$ cat src/common/csr_cfg.svh
`ifndef CSR_CFG_SVH
`define CSR_CFG_SVH

`define CSR_ADDR_W 14
`define CSR_DATA_W 32

// csr addresses
`define CSR_CRMD   14'h000
`define CSR_PRMD   14'h001
`define CSR_ECTL   14'h004
`define CSR_ESTAT  14'h005
`define CSR_ERA    14'h006
`define CSR_BADV   14'h007
`define CSR_EENTRY 14'h00c
`define CSR_SAVE0  14'h030
`define CSR_SAVE1  14'h031
`define CSR_SAVE2  14'h032
`define CSR_SAVE3  14'h033
`define CSR_TID    14'h040
`define CSR_TCFG   14'h041
`define CSR_TVAL   14'h042
`define CSR_TICLR  14'h044

// field positions
`define TCFG_EN        0
`define TCFG_PERIODIC  1
`define TCFG_INITVAL   31:2
`define TICLR_CLR      0
`define ECTL_LIE_MASK  32'h0000_1bff
`define EENTRY_VA_MASK 32'hffff_ffc0
`define TIMER_IRQ_BIT  11
`define HW_IRQ_W       8

// exception codes
`define ECODE_INT 6'h00
`define ECODE_ADE 6'h08
`define ECODE_ALE 6'h09
`define ECODE_SYS 6'h0b
`define ECODE_BRK 6'h0c
`define ECODE_INE 6'h0d
`define ECODE_IPE 6'h0e

`define ESUBCODE_ADEM 9'd1

// rdcnt selectors
`define RDCNT_NONE  2'd0
`define RDCNT_ID    2'd1
`define RDCNT_VLOW  2'd2
`define RDCNT_VHIGH 2'd3

`endif

$ cat src/common/csr_pkg.sv
`include "csr_cfg.svh"

package csr_pkg;

  typedef struct packed {
    logic                   we;
    logic [`CSR_ADDR_W-1:0] addr;
    logic [`CSR_DATA_W-1:0] mask;
    logic [`CSR_DATA_W-1:0] data;
  } csr_wr_t;

  typedef struct packed {
    logic [22:0] rsvd;
    logic [1:0]  datm;
    logic [1:0]  datf;
    logic        pg;
    logic        da;
    logic        ie;
    logic [1:0]  plv;
  } crmd_t;

  typedef struct packed {
    logic [28:0] rsvd;
    logic        pie;
    logic [1:0]  pplv;
  } prmd_t;

  typedef struct packed {
    logic        rsvd_hi;
    logic [8:0]  esubcode;
    logic [5:0]  ecode;
    logic [2:0]  rsvd_lo;
    logic [12:0] is;
  } estat_t;

  // highest priority first
  typedef struct packed {
    logic intr;
    logic adef;
    logic adem;
    logic ale;
    logic sys;
    logic brk;
    logic ine;
    logic ipe;
  } excp_t;

  typedef struct packed {
    logic                   valid;
    logic [5:0]             ecode;
    logic [8:0]             esubcode;
    logic                   badv_we;
    logic [`CSR_DATA_W-1:0] badv;
  } trap_t;

  typedef struct packed {
    crmd_t                  crmd;
    prmd_t                  prmd;
    logic [`CSR_DATA_W-1:0] ectl;
    estat_t                 estat;
    logic [`CSR_DATA_W-1:0] era;
    logic [`CSR_DATA_W-1:0] badv;
    logic [`CSR_DATA_W-1:0] eentry;
    logic [`CSR_DATA_W-1:0] save0;
    logic [`CSR_DATA_W-1:0] save1;
    logic [`CSR_DATA_W-1:0] save2;
    logic [`CSR_DATA_W-1:0] save3;
    logic [`CSR_DATA_W-1:0] tid;
  } csr_view_t;

  typedef struct packed {
    logic [`CSR_DATA_W-1:0] tcfg;
    logic [`CSR_DATA_W-1:0] tval;
    logic [`CSR_DATA_W-1:0] ticlr;
  } timer_view_t;

  // old bits outside the mask, new bits inside
  function automatic logic [`CSR_DATA_W-1:0] wr_merge(input logic [`CSR_DATA_W-1:0] cur,
                                                      input csr_wr_t wr);
    return (cur & ~wr.mask) | (wr.data & wr.mask);
  endfunction

endpackage

$ cat src/csr/csr_read_mux.sv
`timescale 1ns/1ps
`include "csr_cfg.svh"

module csr_read_mux (
  input  logic                   clk,
  input  logic [`CSR_ADDR_W-1:0] rd_addr_i,
  input  logic [1:0]             rdcnt_i,
  input  logic                   stall_i,
  input  csr_pkg::csr_view_t     csr_view_i,
  input  csr_pkg::timer_view_t   timer_view_i,
  input  logic [63:0]            stable_cnt_i,
  output logic [`CSR_DATA_W-1:0] rd_data_o
);

  logic [`CSR_DATA_W-1:0] rd_sel;

  always_comb begin
    rd_sel = '0;
    if (rdcnt_i == `RDCNT_NONE) begin
      case (rd_addr_i)
        `CSR_CRMD:   rd_sel = csr_view_i.crmd;
        `CSR_PRMD:   rd_sel = csr_view_i.prmd;
        `CSR_ECTL:   rd_sel = csr_view_i.ectl;
        `CSR_ESTAT:  rd_sel = csr_view_i.estat;
        `CSR_ERA:    rd_sel = csr_view_i.era;
        `CSR_BADV:   rd_sel = csr_view_i.badv;
        `CSR_EENTRY: rd_sel = csr_view_i.eentry;
        `CSR_SAVE0:  rd_sel = csr_view_i.save0;
        `CSR_SAVE1:  rd_sel = csr_view_i.save1;
        `CSR_SAVE2:  rd_sel = csr_view_i.save2;
        `CSR_SAVE3:  rd_sel = csr_view_i.save3;
        `CSR_TID:    rd_sel = csr_view_i.tid;
        `CSR_TCFG:   rd_sel = timer_view_i.tcfg;
        `CSR_TVAL:   rd_sel = timer_view_i.tval;
        `CSR_TICLR:  rd_sel = timer_view_i.ticlr;
        default:     rd_sel = '0;
      endcase
    end
    else if (rdcnt_i == `RDCNT_ID) begin
      rd_sel = csr_view_i.tid;
    end
    else if (rdcnt_i == `RDCNT_VLOW) begin
      rd_sel = stable_cnt_i[31:0];
    end
    else if (rdcnt_i == `RDCNT_VHIGH) begin
      rd_sel = stable_cnt_i[63:32];
    end
  end

  // hold the last word during a stall
  always_ff @(posedge clk) begin
    if (!stall_i) begin
      rd_data_o <= rd_sel;
    end
  end

endmodule

$ cat src/csr/csr_regs.sv
`timescale 1ns/1ps
`include "csr_cfg.svh"

module csr_regs (
  input  logic                   clk,
  input  logic                   rst_n,
  input  csr_pkg::csr_wr_t       wr_i,
  input  logic                   stall_i,
  input  csr_pkg::trap_t         trap_i,
  input  logic [`CSR_DATA_W-1:0] pc_i,
  input  logic                   ertn_i,
  input  logic [`HW_IRQ_W-1:0]   hw_int_i,
  input  logic                   timer_fire_i,
  input  logic                   ti_clr_i,
  output csr_pkg::csr_view_t     view_o,
  output logic                   int_pending_o
);

  import csr_pkg::*;

  crmd_t                  crmd_q;
  crmd_t                  crmd_wr;
  prmd_t                  prmd_q;
  prmd_t                  prmd_wr;
  estat_t                 estat_q;
  estat_t                 estat_wr;
  logic [`CSR_DATA_W-1:0] ectl_q;
  logic [`CSR_DATA_W-1:0] era_q;
  logic [`CSR_DATA_W-1:0] badv_q;
  logic [`CSR_DATA_W-1:0] eentry_q;
  logic [`CSR_DATA_W-1:0] save0_q;
  logic [`CSR_DATA_W-1:0] save1_q;
  logic [`CSR_DATA_W-1:0] save2_q;
  logic [`CSR_DATA_W-1:0] save3_q;
  logic [`CSR_DATA_W-1:0] tid_q;
  logic                   wr_en;

  assign wr_en    = wr_i.we && !stall_i;
  assign crmd_wr  = wr_merge(crmd_q, wr_i);
  assign prmd_wr  = wr_merge(prmd_q, wr_i);
  assign estat_wr = wr_merge(estat_q, wr_i);

  // control registers
  always_ff @(posedge clk) begin
    if (!rst_n) begin
      crmd_q    <= '0;
      crmd_q.da <= 1'b1;
      prmd_q    <= '0;
      ectl_q    <= '0;
      estat_q   <= '0;
    end
    else begin
      estat_q.is[9:2] <= hw_int_i;
      // clear beats a fire in the same cycle
      if (ti_clr_i) begin
        estat_q.is[`TIMER_IRQ_BIT] <= 1'b0;
      end
      else if (timer_fire_i) begin
        estat_q.is[`TIMER_IRQ_BIT] <= 1'b1;
      end

      if (trap_i.valid) begin
        prmd_q.pplv      <= crmd_q.plv;
        prmd_q.pie       <= crmd_q.ie;
        crmd_q.plv       <= 2'd0;
        crmd_q.ie        <= 1'b0;
        estat_q.ecode    <= trap_i.ecode;
        estat_q.esubcode <= trap_i.esubcode;
      end
      else if (ertn_i) begin
        crmd_q.plv <= prmd_q.pplv;
        crmd_q.ie  <= prmd_q.pie;
      end

      if (wr_en) begin
        case (wr_i.addr)
          `CSR_CRMD: begin
            crmd_q.plv  <= crmd_wr.plv;
            crmd_q.ie   <= crmd_wr.ie;
            crmd_q.da   <= crmd_wr.da;
            crmd_q.pg   <= crmd_wr.pg;
            crmd_q.datf <= crmd_wr.datf;
            crmd_q.datm <= crmd_wr.datm;
          end
          `CSR_PRMD: begin
            prmd_q.pplv <= prmd_wr.pplv;
            prmd_q.pie  <= prmd_wr.pie;
          end
          `CSR_ECTL:  ectl_q <= wr_merge(ectl_q, wr_i) & `ECTL_LIE_MASK;
          // only the software interrupt bits
          `CSR_ESTAT: estat_q.is[1:0] <= estat_wr.is[1:0];
          default: ;
        endcase
      end
    end
  end

  // payload registers
  always_ff @(posedge clk) begin
    if (trap_i.valid) begin
      era_q <= pc_i;
      if (trap_i.badv_we) begin
        badv_q <= trap_i.badv;
      end
    end
    if (wr_en) begin
      case (wr_i.addr)
        `CSR_ERA:    era_q    <= wr_merge(era_q, wr_i);
        `CSR_BADV:   badv_q   <= wr_merge(badv_q, wr_i);
        `CSR_EENTRY: eentry_q <= wr_merge(eentry_q, wr_i) & `EENTRY_VA_MASK;
        `CSR_SAVE0:  save0_q  <= wr_merge(save0_q, wr_i);
        `CSR_SAVE1:  save1_q  <= wr_merge(save1_q, wr_i);
        `CSR_SAVE2:  save2_q  <= wr_merge(save2_q, wr_i);
        `CSR_SAVE3:  save3_q  <= wr_merge(save3_q, wr_i);
        `CSR_TID:    tid_q    <= wr_merge(tid_q, wr_i);
        default: ;
      endcase
    end
  end

  assign int_pending_o = crmd_q.ie && ((estat_q.is & ectl_q[12:0]) != '0);

  assign view_o.crmd   = crmd_q;
  assign view_o.prmd   = prmd_q;
  assign view_o.ectl   = ectl_q;
  assign view_o.estat  = estat_q;
  assign view_o.era    = era_q;
  assign view_o.badv   = badv_q;
  assign view_o.eentry = eentry_q;
  assign view_o.save0  = save0_q;
  assign view_o.save1  = save1_q;
  assign view_o.save2  = save2_q;
  assign view_o.save3  = save3_q;
  assign view_o.tid    = tid_q;

endmodule

$ cat src/csr/trap_unit.sv
`timescale 1ns/1ps
`include "csr_cfg.svh"

module trap_unit (
  input  csr_pkg::excp_t         excp_i,
  input  logic [`CSR_DATA_W-1:0] pc_i,
  input  logic [`CSR_DATA_W-1:0] vaddr_i,
  output csr_pkg::trap_t         trap_o
);

  always_comb begin
    trap_o       = '0;
    trap_o.valid = |excp_i;
    trap_o.badv  = vaddr_i;
    if (excp_i.intr) begin
      trap_o.ecode = `ECODE_INT;
    end
    else if (excp_i.adef) begin
      // fetch fault, bad address is the pc itself
      trap_o.ecode   = `ECODE_ADE;
      trap_o.badv_we = 1'b1;
      trap_o.badv    = pc_i;
    end
    else if (excp_i.adem) begin
      trap_o.ecode    = `ECODE_ADE;
      trap_o.esubcode = `ESUBCODE_ADEM;
      trap_o.badv_we  = 1'b1;
    end
    else if (excp_i.ale) begin
      trap_o.ecode   = `ECODE_ALE;
      trap_o.badv_we = 1'b1;
    end
    else if (excp_i.sys) begin
      trap_o.ecode = `ECODE_SYS;
    end
    else if (excp_i.brk) begin
      trap_o.ecode = `ECODE_BRK;
    end
    else if (excp_i.ine) begin
      trap_o.ecode = `ECODE_INE;
    end
    else if (excp_i.ipe) begin
      trap_o.ecode = `ECODE_IPE;
    end
  end

endmodule

$ cat src/logic/csr_top.sv
`timescale 1ns/1ps
`include "csr_cfg.svh"

module csr_top (
  input  logic                   clk,
  input  logic                   rst_n,
  input  csr_pkg::csr_wr_t       wr_i,
  input  logic [`CSR_ADDR_W-1:0] rd_addr_i,
  input  logic [1:0]             rdcnt_i,
  input  logic                   stall_i,
  input  csr_pkg::excp_t         excp_i,
  input  logic [`CSR_DATA_W-1:0] pc_i,
  input  logic [`CSR_DATA_W-1:0] vaddr_i,
  input  logic                   ertn_i,
  input  logic [`HW_IRQ_W-1:0]   hw_int_i,
  output logic [`CSR_DATA_W-1:0] rd_data_o,
  output logic                   int_pending_o,
  output logic [`CSR_DATA_W-1:0] era_o,
  output logic [`CSR_DATA_W-1:0] eentry_o
);

  import csr_pkg::*;

  trap_t       trap;
  csr_view_t   csr_view;
  timer_view_t timer_view;
  logic        timer_fire;
  logic        ti_clr;
  logic [63:0] stable_cnt;

  trap_unit u_trap (
    .excp_i  (excp_i),
    .pc_i    (pc_i),
    .vaddr_i (vaddr_i),
    .trap_o  (trap)
  );

  csr_regs u_regs (
    .clk           (clk),
    .rst_n         (rst_n),
    .wr_i          (wr_i),
    .stall_i       (stall_i),
    .trap_i        (trap),
    .pc_i          (pc_i),
    .ertn_i        (ertn_i),
    .hw_int_i      (hw_int_i),
    .timer_fire_i  (timer_fire),
    .ti_clr_i      (ti_clr),
    .view_o        (csr_view),
    .int_pending_o (int_pending_o)
  );

  csr_timer u_timer (
    .clk          (clk),
    .rst_n        (rst_n),
    .wr_i         (wr_i),
    .stall_i      (stall_i),
    .timer_fire_o (timer_fire),
    .ti_clr_o     (ti_clr),
    .view_o       (timer_view),
    .stable_cnt_o (stable_cnt)
  );

  csr_read_mux u_rd (
    .clk          (clk),
    .rd_addr_i    (rd_addr_i),
    .rdcnt_i      (rdcnt_i),
    .stall_i      (stall_i),
    .csr_view_i   (csr_view),
    .timer_view_i (timer_view),
    .stable_cnt_i (stable_cnt),
    .rd_data_o    (rd_data_o)
  );

  // exception return and entry targets for the fetch stage
  assign era_o    = csr_view.era;
  assign eentry_o = csr_view.eentry;

endmodule

$ cat src/timer/csr_timer.sv
`timescale 1ns/1ps
`include "csr_cfg.svh"

module csr_timer (
  input  logic                 clk,
  input  logic                 rst_n,
  input  csr_pkg::csr_wr_t     wr_i,
  input  logic                 stall_i,
  output logic                 timer_fire_o,
  output logic                 ti_clr_o,
  output csr_pkg::timer_view_t view_o,
  output logic [63:0]          stable_cnt_o
);

  import csr_pkg::*;

  typedef enum logic [1:0] {
    T_OFF,
    T_COUNT,
    T_WRAP
  } tstate_e;

  tstate_e                state_q;
  tstate_e                state_d;
  logic [`CSR_DATA_W-1:0] tcfg_q;
  logic [`CSR_DATA_W-1:0] tcfg_wr;
  logic [`CSR_DATA_W-1:0] tval_q;
  logic [`CSR_DATA_W-1:0] tval_d;
  logic [`CSR_DATA_W-1:0] ticlr_wr;
  logic [63:0]            stable_q;
  logic                   tcfg_we;
  logic                   ticlr_we;
  logic                   run;

  assign tcfg_we  = wr_i.we && !stall_i && (wr_i.addr == `CSR_TCFG);
  assign ticlr_we = wr_i.we && !stall_i && (wr_i.addr == `CSR_TICLR);
  assign tcfg_wr  = wr_merge(tcfg_q, wr_i);
  assign ticlr_wr = wr_i.data & wr_i.mask;

  // wrap step keeps counting only in periodic mode
  assign run = (state_q == T_COUNT) || (state_q == T_WRAP && tcfg_q[`TCFG_PERIODIC]);

  always_comb begin
    state_d = state_q;
    tval_d  = tval_q;
    if (tcfg_we) begin
      tval_d  = {tcfg_wr[`TCFG_INITVAL], 2'b00};
      state_d = tcfg_wr[`TCFG_EN] ? T_COUNT : T_OFF;
    end
    else if (run) begin
      if (tval_q != '0) begin
        tval_d  = tval_q - 1'b1;
        state_d = T_COUNT;
      end
      else begin
        tval_d  = tcfg_q[`TCFG_PERIODIC] ? {tcfg_q[`TCFG_INITVAL], 2'b00} : '1;
        state_d = T_WRAP;
      end
    end
    else if (state_q == T_WRAP) begin
      state_d = T_OFF;
    end
  end

  always_ff @(posedge clk) begin
    if (!rst_n) begin
      state_q <= T_OFF;
      tcfg_q  <= '0;
      tval_q  <= '0;
    end
    else begin
      state_q <= state_d;
      tval_q  <= tval_d;
      if (tcfg_we) begin
        tcfg_q <= tcfg_wr;
      end
    end
  end

  always_ff @(posedge clk) begin
    if (!rst_n) begin
      stable_q <= '0;
    end
    else begin
      stable_q <= stable_q + 64'd1;
    end
  end

  assign timer_fire_o = (state_q == T_WRAP);
  assign ti_clr_o     = ticlr_we && ticlr_wr[`TICLR_CLR];
  assign stable_cnt_o = stable_q;

  assign view_o.tcfg  = tcfg_q;
  assign view_o.tval  = tval_q;
  // write-only, reads as zero
  assign view_o.ticlr = '0;

endmodule
$ cat config.mk
export PLATFORM = sky130hd
export DESIGN_NAME = csr_top
export DESIGN_NICKNAME = d
export VERILOG_FILES = /design/src/common/csr_pkg.sv /design/src/csr/csr_read_mux.sv /design/src/csr/csr_regs.sv /design/src/csr/trap_unit.sv /design/src/logic/csr_top.sv /design/src/timer/csr_timer.sv
export VERILOG_INCLUDE_DIRS = /design/src /design/src/common
export SDC_FILE = /design/constraint.sdc
export NUM_CORES = 1
export LEC_CHECK = 0
export BUFFER_PORTS_ARGS = -buffer_cell sky130_fd_sc_hd__buf_2
export CAP_MARGIN = 20
export CORE_ASPECT_RATIO = 1.2
export CORE_MARGIN = 4
export CORE_UTILIZATION = 54
export CTS_CLUSTER_SIZE = 8
export DETAILED_ROUTE_END_ITERATION = 10
export PLACE_DENSITY = 0.79
export SLEW_MARGIN = 10
export SYNTH_ARGS = -nofsm -noshare
export SYNTH_HDL_FRONTEND = slang
export SYNTH_SLANG_ARGS = --single-unit
$ cat constraint.sdc
create_clock -name clk -period 2.4 [get_ports clk]
set_input_delay 0.12 -clock clk [delete_from_list [all_inputs] [get_ports clk]]
set_output_delay 0.12 -clock clk [all_outputs]
set_load 0.005 [all_outputs]
==> metrics.cfg <==
[flow_run]
cap_viol_max_count = 0

[yosys]
ys_seq_elements = 452
syn-cell-area_um2 = 24700
yosysUniqueCellTypes = 81
synth-async-reset-ratio_pct = 0
synth_edf_count = 282
yosysWarnings = 0
synth_seq_area_share_pct = 48.0
yosys-top-cells-area = edfxtp_1 34%, dfxtp_1 14%, and2_1 5.2%
synth_largest_area_cell = edfxtp_1
avgSynthCellArea_um2 = 9.60
ys.flop_type = edfxtp_1
netlist.area_leader.share_pct = 34.3
syn_inst = 2574

[worst_setup_path]
crit_path_end_kind = register
cp_data_arrival_time_ns = 2.85
cp-start-kind = register
worstPathRequired_ns = 2.87
critPathMaxFanout = 12
path_class = register to register
rr_worst_depth = 7
rrSetupSlack_ns = 0.01

[detailed_routing]
antenna_left = 0
routed_via_density = 6.50
drc = 0
routedWlPerCell_um = 27.0
dr.first_iter.drc_count = 3008
dr.pass1.iters = 7
vias = 23365
wl_mm = 97.0

[die]
die_w_um = 203
start_util_pct = 54.8
die_h_um = 242
dieArea_um2 = 49300
pin_count = 276
core_area_um2 = 45100
rows = 85

[grt]
grt_util_met2_pct = 61.5
grtUsageMet1_pct = 47.8
grt_pass1_vias = 23004
track_usage_pct = 37.8
grt_antenna_before_repair = 3
gr-max-usage-layer = met2
grt_overflow = 0
grt_pass1_wl_mm = 142
gr-usage-met3_pct = 7.71
grt_max_degree = 65

[clock_network]
cts_max_level = 3
root_buffer = clkbuf_16
clk_pin_slew_worst_paths_ns = 0.06
cts_tree = done
numClockSinks = 452
clk_latency_ns = 0.59
numCtsBuffers = 66
cts.path.max_buffers = 3

[timing]
tns_ns = 0
max_freq_ghz = 0.419
drv_slew = 0
skew_ns = 0.0265
tightestPinTransition_ns = 0.803
max-slew-margin-rel_pct = 45.9
rsz0062_at_grt = yes
hold_viol_final = 0
min_period_ns = 2.39
setup_viol_count_final = 0
finalCritPeriodShare_pct = 99.5

[placed_design]
place.gp.congestion = 1.04
port-buffer-count = 269
dp_cells = 3384
placed_cell_area_um2 = 27500
dpl.hpwl_mm = 67.3

[layout]
syn_to_final_growth_pct = 23.1
final_cells = 3597
antenna_cells = 0
drive_above_1_share_pct = 22.6
final_area_um2 = 30400
fin_nets = 3119

[hold_path]
worstHoldPathType = input port to register
hold_depth = 5

[run_status]
status = finished, final reports clean

[power]
vdd_drop_max_mv = 0.515
p_leak_nw = 11.4
power-per-cell-area_nw_per_um2 = 615

## cells by family after synthesis
family	Yosys count	synth area share [%]
AOI/OAI and AO/OA	625	17.0
muxes	131	5.67
xor gates and xnor gates	55	1.95
DFF	452	48.0
other	1	0.0152
and+or+nand+nor	1001	21.5
adders and majority gates	3	0.152
buffers and inverters	306	5.70
## synthesized netlist by cell type (18+ instances only)
cell type / n
dfxtp_1: 170
mux2_2: 51
nand2b_1: 51
a221oi_1: 26
clkbuf_1: 178
inv_1: 42
a222oi_1: 19
a32oi_1: 18
or2_2: 39
a22o_1: 48
edfxtp_1: 282
nand4_1: 33
a21oi_1: 127
a22oi_1: 52
a211oi_1: 36
or3_1: 18
o21ai_0: 166
nand3_1: 78
a31oi_1: 35
nor2_1: 158
nand2_1: 238
and3_1: 25
xor2_1: 30
and2_1: 206
mux2i_1: 78
nor3_1: 32
buf_4: 64
nor2b_1: 43
xnor2_1: 25
nor4_1: 18
## path summary, 6_finish.rpt
kind                                        start                              end
setup / recovery  u_timer.tval_q[14]$_SDFFE_PN0P_   u_timer.tval_q[9]$_SDFFE_PN0P_
hold / removal                          excp_i[2]  u_regs.view_o[278]$_SDFFE_PN0N_
setup reg to reg  u_timer.tval_q[14]$_SDFFE_PN0P_   u_timer.tval_q[9]$_SDFFE_PN0P_
hold reg to reg                          register                         register
## power by group
group / internal (mW) / switching [mW]
logic: 0.551 / 0.819
registers: 8.41 / 0.115
clock network: 5.37 / 3.47
## timing repair
| item | 4_1_cts | 5_1_grt |
|---|---|---|
| buffers inserted | 0 | 2 |
| hold buffers | 90 | 0 |
| resized for setup | 0 | 17 |
| endpoints found under the setup margin | 0 | 38 |
| endpoints found under the hold margin | 395 | 0 |
## critical path: stages (launching register included)
cell      delay, ns
dfxtp_1        0.31
or4_4          0.58
or4_4          0.55
nor4_4         0.24
buf_6          0.21
a21oi_1        0.06
a221oi_1       0.20
a21oi_1        0.10
## metal layers
| metal | vias to the layer above | wire [um] |
|---|---|---|
| li1 | 10145 | - |
| met1 | 11214 | 35500 |
| met2 | 1667 | 45100 |
| met3 | 337 | 10800 |
| met4 | 2 | 5610 |
| met5 | - | 13 |
## area by class of cell
| type | count | area, um2 |
|---|---|---|
| Fill cell | 3467 | 14700 |
| Multi-Input combinational cell | 1821 | 11600 |
| Sequential cell | 452 | 11900 |
| Clock buffer | 117 | 1920 |
| Clock inverter | 2 | 17.5 |
| Timing Repair Buffer | 553 | 4080 |
| Tap cell | 609 | 762 |
| Inverter | 43 | 163 |
## cells in the final DEF, fill, tap and decap left out, drive strengths merged, types with 13 or more instances in the layout
master | netlist | routed
a31oi | 35 | 35
dfxtp | 170 | 170
a32oi | 18 | 18
mux2 | 51 | 51
nor3 | 34 | 34
nor4 | 24 | 24
a211oi | 37 | 37
and3 | 25 | 25
and4 | 13 | 13
nand4 | 34 | 34
nor2 | 158 | 158
edfxtp | 282 | 282
a21oi | 127 | 127
nand3 | 78 | 78
a221oi | 26 | 26
buf | 84 | 461
a222oi | 19 | 19
xor2 | 30 | 30
o21ai | 168 | 168
clkbuf | 179 | 119
or2 | 39 | 39
xnor2 | 25 | 25
nor2b | 43 | 43
dlygate4sd3 | 0 | 90
a22oi | 52 | 52
and2 | 207 | 207
nand2 | 239 | 239
nand2b | 51 | 51
or3 | 18 | 18
a221o | 13 | 13
mux2i | 78 | 78
a22o | 48 | 48
inv | 43 | 44
## per-stage QoR
stage,util (%),worst slack [ns],power [mW],hold slack [ns]
after CTS,67.2,0.0148,18.7,0.00141
after global placement,60.9,-0.0878,9.84,0.329
after detailed placement,60.9,-0.0984,9.87,0.332
after global routing,67.5,-0.0583,19.2,0.0303
final,67.5,0.0112,18.7,0.0176
after floorplan,-,0.0538,9.24,0.198
Note: power is estimated with default switching activity, not from simulation.
